## config.mk

```make
export PLATFORM = sky130hd
export DESIGN_NAME = rv_regfile
export DESIGN_NICKNAME = d
export VERILOG_FILES = /design/src/rtl/rv_lite_pkg.sv /design/src/rtl/rv_regfile.sv
export VERILOG_INCLUDE_DIRS = /design/src /design/src/include
export SDC_FILE = /design/constraint.sdc
export NUM_CORES = 2
export LEC_CHECK = 0
export ABC_CLOCK_PERIOD_IN_PS = 7700
export BUFFER_PORTS_ARGS = -buffer_cell sky130_fd_sc_hd__buf_2
export CAP_MARGIN = 20
export CORE_MARGIN = 8
export CORE_UTILIZATION = 60
export DETAILED_ROUTE_END_ITERATION = 12
export PLACE_DENSITY = 0.77
export SLEW_MARGIN = 20
export SYNTH_ARGS = -nofsm -noshare
export SYNTH_HDL_FRONTEND = slang
export SYNTH_SLANG_ARGS = --single-unit
export TNS_END_PERCENT = 100
```

## constraint.sdc

```tcl
create_clock -name clk -period 7.7 [get_ports clk]
set_input_delay 1.925 -clock clk [delete_from_list [all_inputs] [get_ports clk]]
set_output_delay 1.925 -clock clk [all_outputs]
set_load 0.02 [all_outputs]
```

## src/include/rv_lite_defines.svh

```systemverilog
`ifndef RV_LITE_DEFINES_SVH
`define RV_LITE_DEFINES_SVH

// datapath width and register count fixed by RV64I.
`define RV_XLEN      64
`define RV_REG_COUNT 32

`define RV_OP_REG 7'b0110011
`define RV_OP_IMM 7'b0010011
`define RV_OP_LUI 7'b0110111

`define RV_F3_ADD 3'b000
`define RV_F3_SLL 3'b001
`define RV_F3_XOR 3'b100
`define RV_F3_SRL 3'b101
`define RV_F3_OR  3'b110
`define RV_F3_AND 3'b111

// funct7 of sub; all other supported forms use zero.
`define RV_F7_SUB 7'b0100000

`endif
```

## src/rtl/rv_lite_pkg.sv

```systemverilog
`default_nettype none

`include "rv_lite_defines.svh"

package rv_lite_pkg;

    // one architectural word.
    typedef logic [`RV_XLEN-1:0] xlen_t;

    typedef logic [$clog2(`RV_REG_COUNT)-1:0] reg_addr_t;

    typedef logic [31:0] instr_t;

    // pass_b serves lui, op_b already holds the U immediate.
    typedef enum logic [2:0] {
        alu_add,
        alu_sub,
        alu_and,
        alu_or,
        alu_xor,
        alu_sll,
        alu_srl,
        alu_pass_b
    } alu_op_e;

endpackage

`default_nettype wire

```

## src/rtl/rv_regfile.sv

```systemverilog
`default_nettype none

`include "rv_lite_defines.svh"

module rv_regfile (
    input  wire logic                   clk,
    input  wire logic                   rst_n,
    input  wire rv_lite_pkg::reg_addr_t rs1_addr,
    input  wire rv_lite_pkg::reg_addr_t rs2_addr,
    input  wire logic                   wb_valid,
    input  wire rv_lite_pkg::reg_addr_t wb_rd,
    input  wire rv_lite_pkg::xlen_t     wb_data,
    output      rv_lite_pkg::xlen_t     rs1_data,
    output      rv_lite_pkg::xlen_t     rs2_data
);

    rv_lite_pkg::xlen_t regs [1:`RV_REG_COUNT-1]; // x0 has no storage.

    always_ff @(posedge clk or negedge rst_n) begin
        if (!rst_n) begin
            for (int i = 1; i < `RV_REG_COUNT; i++)
                regs[i] <= '0;
        end else if (wb_valid && wb_rd != '0) begin
            regs[wb_rd] <= wb_data;
        end
    end

    // write-through so decode sees the value retiring this cycle.
    assign rs1_data = (rs1_addr == '0)                   ? '0      :
                      (wb_valid && wb_rd == rs1_addr)    ? wb_data :
                                                           regs[rs1_addr];
    assign rs2_data = (rs2_addr == '0)                   ? '0      :
                      (wb_valid && wb_rd == rs2_addr)    ? wb_data :
                                                           regs[rs2_addr];

    // a write to x0 must not reach any stored register.
    for (genvar r = 1; r < `RV_REG_COUNT; r++) begin : g_x0_write
        a_x0_no_store: assert property (@(posedge clk) disable iff (!rst_n)
            (wb_valid && wb_rd == '0) |=> $stable(regs[r]));
    end

endmodule

`default_nettype wire

```

==> reports/qor.yml <==
run_status:
  status: "finished, final reports clean"
power_and_ir_drop:
  p_leak_uw: 0.05092
  p_seq_frac: 0.451
  internal_power_uw: 22430
  ir_drop_v: 0.0002535
  p_sw_frac: 0.2800
  p_comb_frac: 0.214
  p_clk_frac: 0.335
  p_switching_uw: 8725
  power.density_nw_per_um2: 265.3
floorplan:
  coreArea_um2: 177800
  ios: 210
  die_width_um: 438.4
  die_h_um: 438.4
  die_area_um2: 192200
  rows: 155
  start_util: 0.6020
detailed_routing:
  vias: 72622
  dr.pass1.iters: 8
  first_iter_violations: 8850
  ant_nets: 0
  viasPerCell: 7.537
  route.detailed.wl_per_inst_um: 36.66
  drc: 0
  wirelength_um: 353200
setup_path:
  crit_fanout: 25
  cpMostUsedCell: "buf_4"
  cp_top_family: "simple AND/OR/NAND/NOR gates"
  critPathSlowestCell: "a31oi_1"
  cp_data_required_time_ps: 5780
  path_buf_inv: 3
  cpPeakStageDelay_ps: 920
  cp-startpoint: "rs2_addr[4]"
  cp-start-kind: "input port"
  crit_path_end_kind: "output port"
  worstReg2RegStart: "regs[1890]"
  worstSetupPathType: "in -> out"
  cp.arrival_ps: 5400
  path_cells: "buf_4 -> nand2b_4 -> buf_4 -> nor2_1 -> or4_1 -> a31oi_1 -> buf_2"
timing:
  setup-tns-final_ps: 0
  clock.fmax_mhz: 136.6
  drv_slew: 0
  period_minus_slack_ps: 7322
  worst_pin_slew_ps: 1291
  final.setup_skew_ps: 0
  setup_violations: 0
  hold_viol: 0
  slew_headroom: 0.1362
  rsz0062_at_grt: "no"
  period_share: 0.9509
cts:
  cts_tree: "built"
  numCtsBuffers: 208
  postCtsResizedCells: 0
  cts_hold_buf: 0
  cts_root_buf: "clkbuf_16"
  path_clk_slew_ps: 60
  cts.htree.levels: 4
  cts_setup_buffers: 0
  cts.sinks: 1984
  clk_latency_ps: 850
  cts_buffer_depth: 3
placement:
  dp_hpwl_um: 201300
  gp_congestion: 0.8685
  numPortBuffers: 209
global_route:
  grt_pass1_vias: 74827
  grt_pass1_wl_um: 517100
  grt_overflow: 0
  track_usage: 0.3634
  grt_max_degree: 175
  antenna_found_initial: 28
worst_hold_path:
  worstHoldStart: "regs[632]"
  hold_class: "reg -> reg"
logic_synthesis:
  syn-num-nets: 7286
  async_flop_share: 1.000
  yosysTopAreaCellShare: 0.4637
  synth_top_area_cell: "dfrtp_1"
  synth_seq_cells: 1984
  synthTopCellsByArea: "dfrtp_1 46%, mux2_2 24%, mux4_2 18%"
  ys_top_cells_by_count: "2284 x mux2_2, 1984 x dfrtp_1, 848 x mux4_2, 471 x clkbuf_1, 169 x buf_2"
  synth_warnings: 0
  netlist_instances: 7204
  avgSynthCellArea_um2: 14.86
  synth_cell_types: 56
  yosysSeqAreaShare: 0.4637
  yosysMostFrequentCell: "mux2_2"
  netlist_area_um2: 107100
  synth_edf_count: 0
  synth_ff_type: "dfrtp_1"
cells_and_area:
  largestRegisters: "regs x1984"
  nets: 7159
  regMostFlops: "regs"
  area_growth_pct: 9.686
  final_util: 0.6604
  drive_above_1_share: 0.5526
  largest_reg_flops: 1984
flow_run:
  max_cap_viol_count: 0
==> final cells by class <==
type / instances / area [µm²]
fill: 12192 / 60400
multi-input combinational: 4427 / 53970
sequential: 1984 / 49650
clock buffer: 307 / 6158
timing repair buffer: 455 / 3730
tap: 2355 / 2947
clock inverter: 75 / 902.1
antenna: 31 / 77.57
inverter: 1 / 3.754
==> routing by layer <==
| layer | track usage | vias up | routed length (µm) |
|---|---|---|---|
| met5 | 0 | - | 40 |
| met4 | 0.2434 | 6 | 27710 |
| met3 | 0.09998 | 1347 | 38670 |
| met2 | 0.5498 | 4902 | 161200 |
| met1 | 0.4612 | 38569 | 125700 |
| li1 | - | 27798 | - |
==> per-stage QoR <==
step | setup WS (ps) | area (µm²) | std cells | power [µW] | hold WS (ps)
after floorplan | 1821 | 107100 | 7204 | 18630 | 488.6
after global placement | 345.7 | 110200 | 9219 | 20320 | 499.5
after detailed placement | 576.4 | 110300 | 9222 | 20710 | 506.8
after CTS | 573.9 | 117300 | 9604 | 31080 | 520.9
after global routing | 446.3 | 117400 | 9618 | 32230 | 536.3
final | 378.4 | 117400 | 9635 | 31160 | 523.2
==> path summary, 6_finish.rpt <==
kind | endpoint | slack (ps) | cells after the start
setup / recovery | rs2_data[27] | 380 | 7
hold / removal | regs[632] | 520 | 1
setup reg to reg | regs[1890] | 6880 | 1
hold reg to reg | regs[632] | 520 | 1
max in group asynchronous | regs[1345] | 4950 | 3
min in group asynchronous | regs[1333] | 1080 | 1
==> layout by cell type (no fill, tap or decap), types with 43 or more instances in the layout <==
cell type / netlist / layout
nor2b_1: 50 / 43
nor3_1: 61 / 61
clkbuf_8: 0 / 57
mux2_2: 2284 / 2284
a211oi_1: 47 / 47
mux2i_1: 125 / 125
clkbuf_16: 0 / 209
a31oi_1: 45 / 45
buf_12: 6 / 57
nand2_1: 138 / 118
a22oi_1: 85 / 85
o22ai_1: 129 / 129
nor2_1: 168 / 158
a221oi_1: 154 / 154
buf_2: 169 / 199
mux4_2: 848 / 848
dfrtp_1: 1984 / 1984
buf_4: 88 / 189
or4_1: 51 / 51
==> power by group through the flow <==
stage / Combinational [µW] / Clock (µW) / Sequential [µW]
after CTS: 6650 / 10500 / 13900
after global placement: 6410 / 0 / 13900
final: 6680 / 10400 / 14000
after detailed placement: 6600 / 0 / 14100
after global routing: 7060 / 10900 / 14300
after floorplan: 5070 / 0 / 13600
==> logic make-up after synthesis <==
| group | Yosys count | synth area share |
|---|---|---|
| mux | 3267 | 0.4327 |
| flops | 1984 | 0.4637 |
| xor+xnor | 10 | 0.0008180 |
| simple gates | 529 | 0.02390 |
| compound gates | 621 | 0.04283 |
| buf+inv | 793 | 0.03605 |
Note: power is estimated with default switching activity, not from simulation.
