--- config.mk ---
export PLATFORM = sky130hd
export DESIGN_NAME = rv_decode_stage_flat
export DESIGN_NICKNAME = d
export VERILOG_FILES = /design/src/rtl/rv_lite_pkg.sv /design/src/rtl/rv_issue_if.sv /design/src/rtl/rv_decode_stage.sv /design/src/flat_wrapper.sv
export VERILOG_INCLUDE_DIRS = /design/src /design/src/include
export SDC_FILE = /design/constraint.sdc
export NUM_CORES = 1
export LEC_CHECK = 0
export BUFFER_PORTS_ARGS = -buffer_cell sky130_fd_sc_hd__buf_2
export CAP_MARGIN = 20
export CORE_MARGIN = 10
export CORE_UTILIZATION = 30
export DETAILED_ROUTE_END_ITERATION = 12
export PLACE_DENSITY = 0.58
export SLEW_MARGIN = 20
export SYNTH_ARGS = -nofsm -noshare
export SYNTH_HDL_FRONTEND = slang
export SYNTH_SLANG_ARGS = --single-unit
--- constraint.sdc ---
create_clock -name clk -period 3.45 [get_ports clk]
set_clock_uncertainty 0.05 [all_clocks]
set_input_delay 0.69 -clock clk [delete_from_list [all_inputs] [get_ports clk]]
set_output_delay 0.69 -clock clk [all_outputs]
set_load 0.01 [all_outputs]
--- src/include/rv_lite_defines.svh ---
`ifndef RV_LITE_DEFINES_SVH
`define RV_LITE_DEFINES_SVH

// datapath width and register count fixed by RV64I.
`define RV_XLEN      64
`define RV_REG_COUNT 32

`define RV_OP_REG 7'b0110011
`define RV_OP_IMM 7'b0010011
`define RV_OP_LUI 7'b0110111

`define RV_F3_ADD 3'b000
`define RV_F3_SLL 3'b001
`define RV_F3_XOR 3'b100
`define RV_F3_SRL 3'b101
`define RV_F3_OR  3'b110
`define RV_F3_AND 3'b111

// funct7 of sub; all other supported forms use zero.
`define RV_F7_SUB 7'b0100000

`endif
--- src/rtl/rv_lite_pkg.sv ---
`default_nettype none

`include "rv_lite_defines.svh"

package rv_lite_pkg;

    // one architectural word.
    typedef logic [`RV_XLEN-1:0] xlen_t;

    typedef logic [$clog2(`RV_REG_COUNT)-1:0] reg_addr_t;

    typedef logic [31:0] instr_t;

    // pass_b serves lui, op_b already holds the U immediate.
    typedef enum logic [2:0] {
        alu_add,
        alu_sub,
        alu_and,
        alu_or,
        alu_xor,
        alu_sll,
        alu_srl,
        alu_pass_b
    } alu_op_e;

endpackage

`default_nettype wire

--- src/rtl/rv_issue_if.sv ---
`default_nettype none

interface rv_issue_if (
    input wire logic clk
);

    logic                  valid;
    rv_lite_pkg::alu_op_e  op;
    rv_lite_pkg::reg_addr_t rd;
    rv_lite_pkg::reg_addr_t rs1;
    rv_lite_pkg::reg_addr_t rs2;
    logic                  use_rs2;
    rv_lite_pkg::xlen_t    op_a;
    rv_lite_pkg::xlen_t    op_b;

    modport decode (
        output valid, op, rd, rs1, rs2, use_rs2, op_a, op_b
    );

    modport execute (
        input valid, op, rd, rs1, rs2, use_rs2, op_a, op_b
    );

    // payload must be settled whenever execute consumes it.
    a_issue_known: assert property (@(posedge clk)
        valid |-> !$isunknown({op, rd, rs1, rs2, use_rs2, op_a, op_b}));

endinterface

`default_nettype wire

--- src/rtl/rv_decode_stage.sv ---
`default_nettype none

`include "rv_lite_defines.svh"

module rv_decode_stage (
    input  wire logic                   clk,
    input  wire logic                   rst_n,
    input  wire logic                   instr_valid,
    input  wire rv_lite_pkg::instr_t    instr,
    input  wire rv_lite_pkg::xlen_t     rs1_data,
    input  wire rv_lite_pkg::xlen_t     rs2_data,
    output      rv_lite_pkg::reg_addr_t rs1_addr,
    output      rv_lite_pkg::reg_addr_t rs2_addr,
    output      logic                   illegal,
    rv_issue_if.decode                  issue
);

    logic [6:0]           opcode;
    logic [2:0]           funct3;
    logic [6:0]           funct7;
    rv_lite_pkg::xlen_t   imm_i;
    rv_lite_pkg::xlen_t   imm_u;
    rv_lite_pkg::alu_op_e dec_op;
    logic                 dec_ok;
    logic                 dec_use_rs2;
    logic                 is_lui;

    function automatic logic f3_supported(logic [2:0] f3);
        return f3 inside {`RV_F3_ADD, `RV_F3_SLL, `RV_F3_XOR,
                          `RV_F3_SRL, `RV_F3_OR, `RV_F3_AND};
    endfunction

    function automatic rv_lite_pkg::alu_op_e f3_to_op(logic [2:0] f3);
        case (f3)
            `RV_F3_SLL: return rv_lite_pkg::alu_sll;
            `RV_F3_XOR: return rv_lite_pkg::alu_xor;
            `RV_F3_SRL: return rv_lite_pkg::alu_srl;
            `RV_F3_OR:  return rv_lite_pkg::alu_or;
            `RV_F3_AND: return rv_lite_pkg::alu_and;
            default:    return rv_lite_pkg::alu_add;
        endcase
    endfunction

    assign opcode = instr[6:0];
    assign funct3 = instr[14:12];
    assign funct7 = instr[31:25];

    assign imm_i = {{(`RV_XLEN-12){instr[31]}}, instr[31:20]};
    assign imm_u = {{(`RV_XLEN-32){instr[31]}}, instr[31:12], 12'b0};

    always_comb begin
        dec_op      = f3_to_op(funct3);
        dec_ok      = 1'b0;
        dec_use_rs2 = 1'b0;
        is_lui      = 1'b0;
        case (opcode)
            `RV_OP_REG: begin
                dec_use_rs2 = 1'b1;
                dec_ok      = f3_supported(funct3) && (funct7 == 7'b0);
                if (funct3 == `RV_F3_ADD && funct7 == `RV_F7_SUB) begin
                    dec_op = rv_lite_pkg::alu_sub;
                    dec_ok = 1'b1;
                end
            end
            `RV_OP_IMM: begin
                dec_ok = f3_supported(funct3);
                if (funct3 == `RV_F3_SLL || funct3 == `RV_F3_SRL)
                    dec_ok = (funct7[6:1] == 6'b0); // srai and friends rejected.
            end
            `RV_OP_LUI: begin
                dec_op = rv_lite_pkg::alu_pass_b;
                dec_ok = 1'b1;
                is_lui = 1'b1;
            end
            default: dec_ok = 1'b0;
        endcase
    end

    assign rs1_addr = is_lui ? '0 : instr[19:15];
    assign rs2_addr = instr[24:20];

    always_ff @(posedge clk or negedge rst_n) begin
        if (!rst_n) begin
            issue.valid <= 1'b0;
            illegal     <= 1'b0;
        end else begin
            issue.valid <= instr_valid && dec_ok;
            illegal     <= instr_valid && !dec_ok;
        end
    end

    // ID/EX payload.
    always_ff @(posedge clk) begin
        if (instr_valid) begin
            issue.op      <= dec_op;
            issue.rd      <= instr[11:7];
            issue.rs1     <= rs1_addr;
            issue.rs2     <= rs2_addr;
            issue.use_rs2 <= dec_use_rs2;
            issue.op_a    <= rs1_data;
            issue.op_b    <= dec_use_rs2 ? rs2_data : (is_lui ? imm_u : imm_i);
        end
    end

    a_one_outcome: assert property (@(posedge clk) disable iff (!rst_n)
        !(illegal && issue.valid));

endmodule

`default_nettype wire

--- src/flat_wrapper.sv ---
// flat-port wrapper written by rule: the top's interface ports become plain ports
module rv_decode_stage_flat 
  (clk, rst_n, instr_valid, instr, rs1_data, rs2_data, rs1_addr, rs2_addr, illegal, issue_valid, issue_op, issue_rd, issue_rs1, issue_rs2, issue_use_rs2, issue_op_a, issue_op_b);
  rv_issue_if issue_i (.clk(clk));
  input  wire logic clk;
  input  wire logic rst_n;
  input  wire logic instr_valid;
  input  wire rv_lite_pkg::instr_t instr;
  input  wire rv_lite_pkg::xlen_t rs1_data;
  input  wire rv_lite_pkg::xlen_t rs2_data;
  output      rv_lite_pkg::reg_addr_t rs1_addr;
  output      rv_lite_pkg::reg_addr_t rs2_addr;
  output      logic illegal;
  output wire logic [$bits(issue_i.valid)-1:0] issue_valid;
  output wire logic [$bits(issue_i.op)-1:0] issue_op;
  output wire logic [$bits(issue_i.rd)-1:0] issue_rd;
  output wire logic [$bits(issue_i.rs1)-1:0] issue_rs1;
  output wire logic [$bits(issue_i.rs2)-1:0] issue_rs2;
  output wire logic [$bits(issue_i.use_rs2)-1:0] issue_use_rs2;
  output wire logic [$bits(issue_i.op_a)-1:0] issue_op_a;
  output wire logic [$bits(issue_i.op_b)-1:0] issue_op_b;
  assign issue_valid = issue_i.valid;
  assign issue_op = issue_i.op;
  assign issue_rd = issue_i.rd;
  assign issue_rs1 = issue_i.rs1;
  assign issue_rs2 = issue_i.rs2;
  assign issue_use_rs2 = issue_i.use_rs2;
  assign issue_op_a = issue_i.op_a;
  assign issue_op_b = issue_i.op_b;
  rv_decode_stage u_core (.clk(clk), .rst_n(rst_n), .instr_valid(instr_valid), .instr(instr), .rs1_data(rs1_data), .rs2_data(rs2_data), .rs1_addr(rs1_addr), .rs2_addr(rs2_addr), .illegal(illegal), .issue(issue_i));
endmodule
==> reports/results.ini <==
[synth]
syn_area_sq_um = 5396
syn_nets = 486
ys_warn_count = 0
syn_inst = 323
syn_avg_cell_area_sq_um = 16.71
synth_seq_cells = 149
ys_seq_area_frac = 0.8273
yosysUniqueCellTypes = 28

[setup_path]
path_max_fanout = 11
path_delay_family = simple AND/OR/NAND/NOR gates
worstPathCellList = buf_2 > nand4bb_4 > nor4_4 > buf_4 > nor2b_1 > buf_2
crit_type = in2out
max_stage_delay_ns = 0.42
critPathArrivalTime_ns = 1.99
cpMaxStageDelayCell = nor4_4
crit_required_ns = 2.71
cp_common_cell = buf_2
crit_path_end_kind = output pin
cp-start-kind = input pin
worst-path-buf-inv = 3

[timing]
fin_crit_sh = 0.7906
drv_slew = 0
fmax_ghz = 0.3666
finalSetupViolCount = 0
rsz0062_at_grt = no
holdWs_ns = 0.3983
hold_viol = 0
max_slew.worst_pin.slew_ns = 0.6771
final.setup.tns_ns = 0
period_needed_ns = 2.728
max-slew-margin-rel = 0.5475

[die]
die_h_um = 154.1
rows = 48
die_width_um = 154.1
start_util = 0.3088
dieArea_sq_um = 23750
core_sq_um = 17480
boundaryPins = 322

[grt]
grt_pass1_wl_um = 25700
overflow = 0
grt_usage = 0.1407
grt_max_degree = 76
antenna_found_initial = 2
grt_pass1_vias = 4297

[worst_hold_path]
hold_depth = 1
min_from = instr[8]
holdPathEnd = u_core.issue.rd[1]
min_path_type = in2reg

[drt]
routed_wl_um = 17490
vias = 4011
ant_nets = 0
drt_first_pass_iters = 5
drc = 0
drt_iter0_markers = 230
wl_per_cell_um = 19.74
viasPerCell = 4.527

[layout]
layout_commonest_cell = buf_2
drive_gt1_frac = 0.5477
final_cell_mix = buf_2, edfxtp_1, nand2_1
antenna_cells = 0
nNetsFinal = 811
fillers = 1629
syn_to_final_growth_pct = 46.16
fin_util = 0.4513

[clock_network]
cts_setup_buffers = 0
cts_resized = 0
clock_path_buffers = 2
cts_hold_buf = 1
clock_sinks = 149
htree_levels = 4
clock-root-buffer = clkbuf_16
cts_made_buffers = 17
cts_tree = built
clk_pin_slew_ns = 0.06

[placed_design]
io_buffer_count = 321
place.gp.congestion = 0.8656
hpwlAfterDp_um = 13830

[power]
pwr_density_cell_nw_per_um2 = 581.5
ir_drop_v = 0.0003353
leakagePower_nw = 3.428

[status]
status = finished, final reports clean

[flow_run]
maxCapViolCount = 0

## logic make-up after synthesis
family / after synthesis / share of synthesized area
AO/OA/AOI/OAI: 38 / 0.05379
buffers and inverters: 26 / 0.02620
flip-flops: 149 / 0.8273
AND/OR/NAND/NOR: 110 / 0.09274
## registers in the layout (all words and copies together) (netlist names)
signal and flops:
u_core.illegal 1, u_core.issue.use_rs2 1, u_core.issue.valid 1, u_core.issue.op 3, u_core.issue.rs1 5, u_core.issue.rd 5
u_core.issue.op_a 64, u_core.issue.op_b 64, u_core.issue.rs2 5
## layout make-up
| class | count | area, sq um | share of cell area |
|---|---|---|---|
| sequential | 149 | 4464 | 0.5660 |
| clock inverter | 14 | 196.4 | 0.02490 |
| inverter | 4 | 15.01 | 0.001904 |
| timing repair buffer | 328 | 1693 | 0.2146 |
| tap | 225 | 281.5 | 0.03569 |
| clock buffer | 18 | 429.2 | 0.05441 |
| multi-input combinational | 148 | 808.3 | 0.1025 |
## cells in the mapped netlist
library cell | number | share of area
a22oi_1 | 19 | 0.026
edfxtp_1 | 147 | 0.82
nand4bb_4 | 1 | 0.0051
a21oi_1 | 1 | 0.00093
or4b_1 | 1 | 0.0019
buf_2 | 14 | 0.013
o22ai_1 | 1 | 0.0012
o221ai_1 | 1 | 0.0016
a22o_1 | 11 | 0.018
dfrtp_1 | 2 | 0.0093
nand4_1 | 1 | 0.0012
nor3_1 | 3 | 0.0028
or3_1 | 1 | 0.0012
buf_4 | 5 | 0.0070
nor2b_1 | 7 | 0.0081
a21boi_1 | 1 | 0.0014
nand2b_1 | 2 | 0.0023
nor3_2 | 1 | 0.0019
and3_1 | 1 | 0.0012
nand2_1 | 89 | 0.062
nor2_1 | 1 | 0.00069
o21ai_0 | 2 | 0.0019
buf_6 | 1 | 0.0021
a31oi_1 | 1 | 0.0012
nor4_2 | 2 | 0.0046
inv_1 | 4 | 0.0028
a21o_1 | 1 | 0.0014
clkbuf_1 | 2 | 0.0014
## report_power, final
part	switching (mW)	internal [mW]	leakage (nW)
sequential	0.0370	2.15	1.46
combinational	0.259	0.186	1.67
clock	0.736	1.22	0.298
total	1.03	3.56	3.43
## stage by stage
step	std cells	instance area, sq um	total power [mW]	worst slack (ns)
floorplan	323	5396	2.358	1.134
global placement	853	7252	2.672	0.7355
detailed placement	853	7252	2.682	0.6612
CTS	886	7888	4.653	0.7346
global route	886	7888	4.768	0.6820
finish	886	7888	4.587	0.7224
## routing by layer
layer | GRT usage | routed length [um] | up-vias
li1 | - | - | 1847
met1 | 0.1555 | 6675 | 1909
met2 | 0.2333 | 8569 | 232
met3 | 0.06416 | 1926 | 21
met4 | 0.05083 | 315 | 2
met5 | 0 | 7 | -
## worst max-delay path by stage
| stage | cells after the start | to | start |
|---|---|---|---|
| after CTS | 6 | rs1_addr[4] | instr[3] |
| after global routing | 6 | rs1_addr[4] | instr[3] |
| after global placement | 5 | u_core.issue.op_b[21] | instr[3] |
| after detailed placement | 5 | u_core.issue.op_b[28] | instr[3] |
| after floorplan | 4 | rs1_addr[3] | instr[3] |
| final | 6 | rs1_addr[4] | instr[3] |
(Power assumes the default switching activity.)
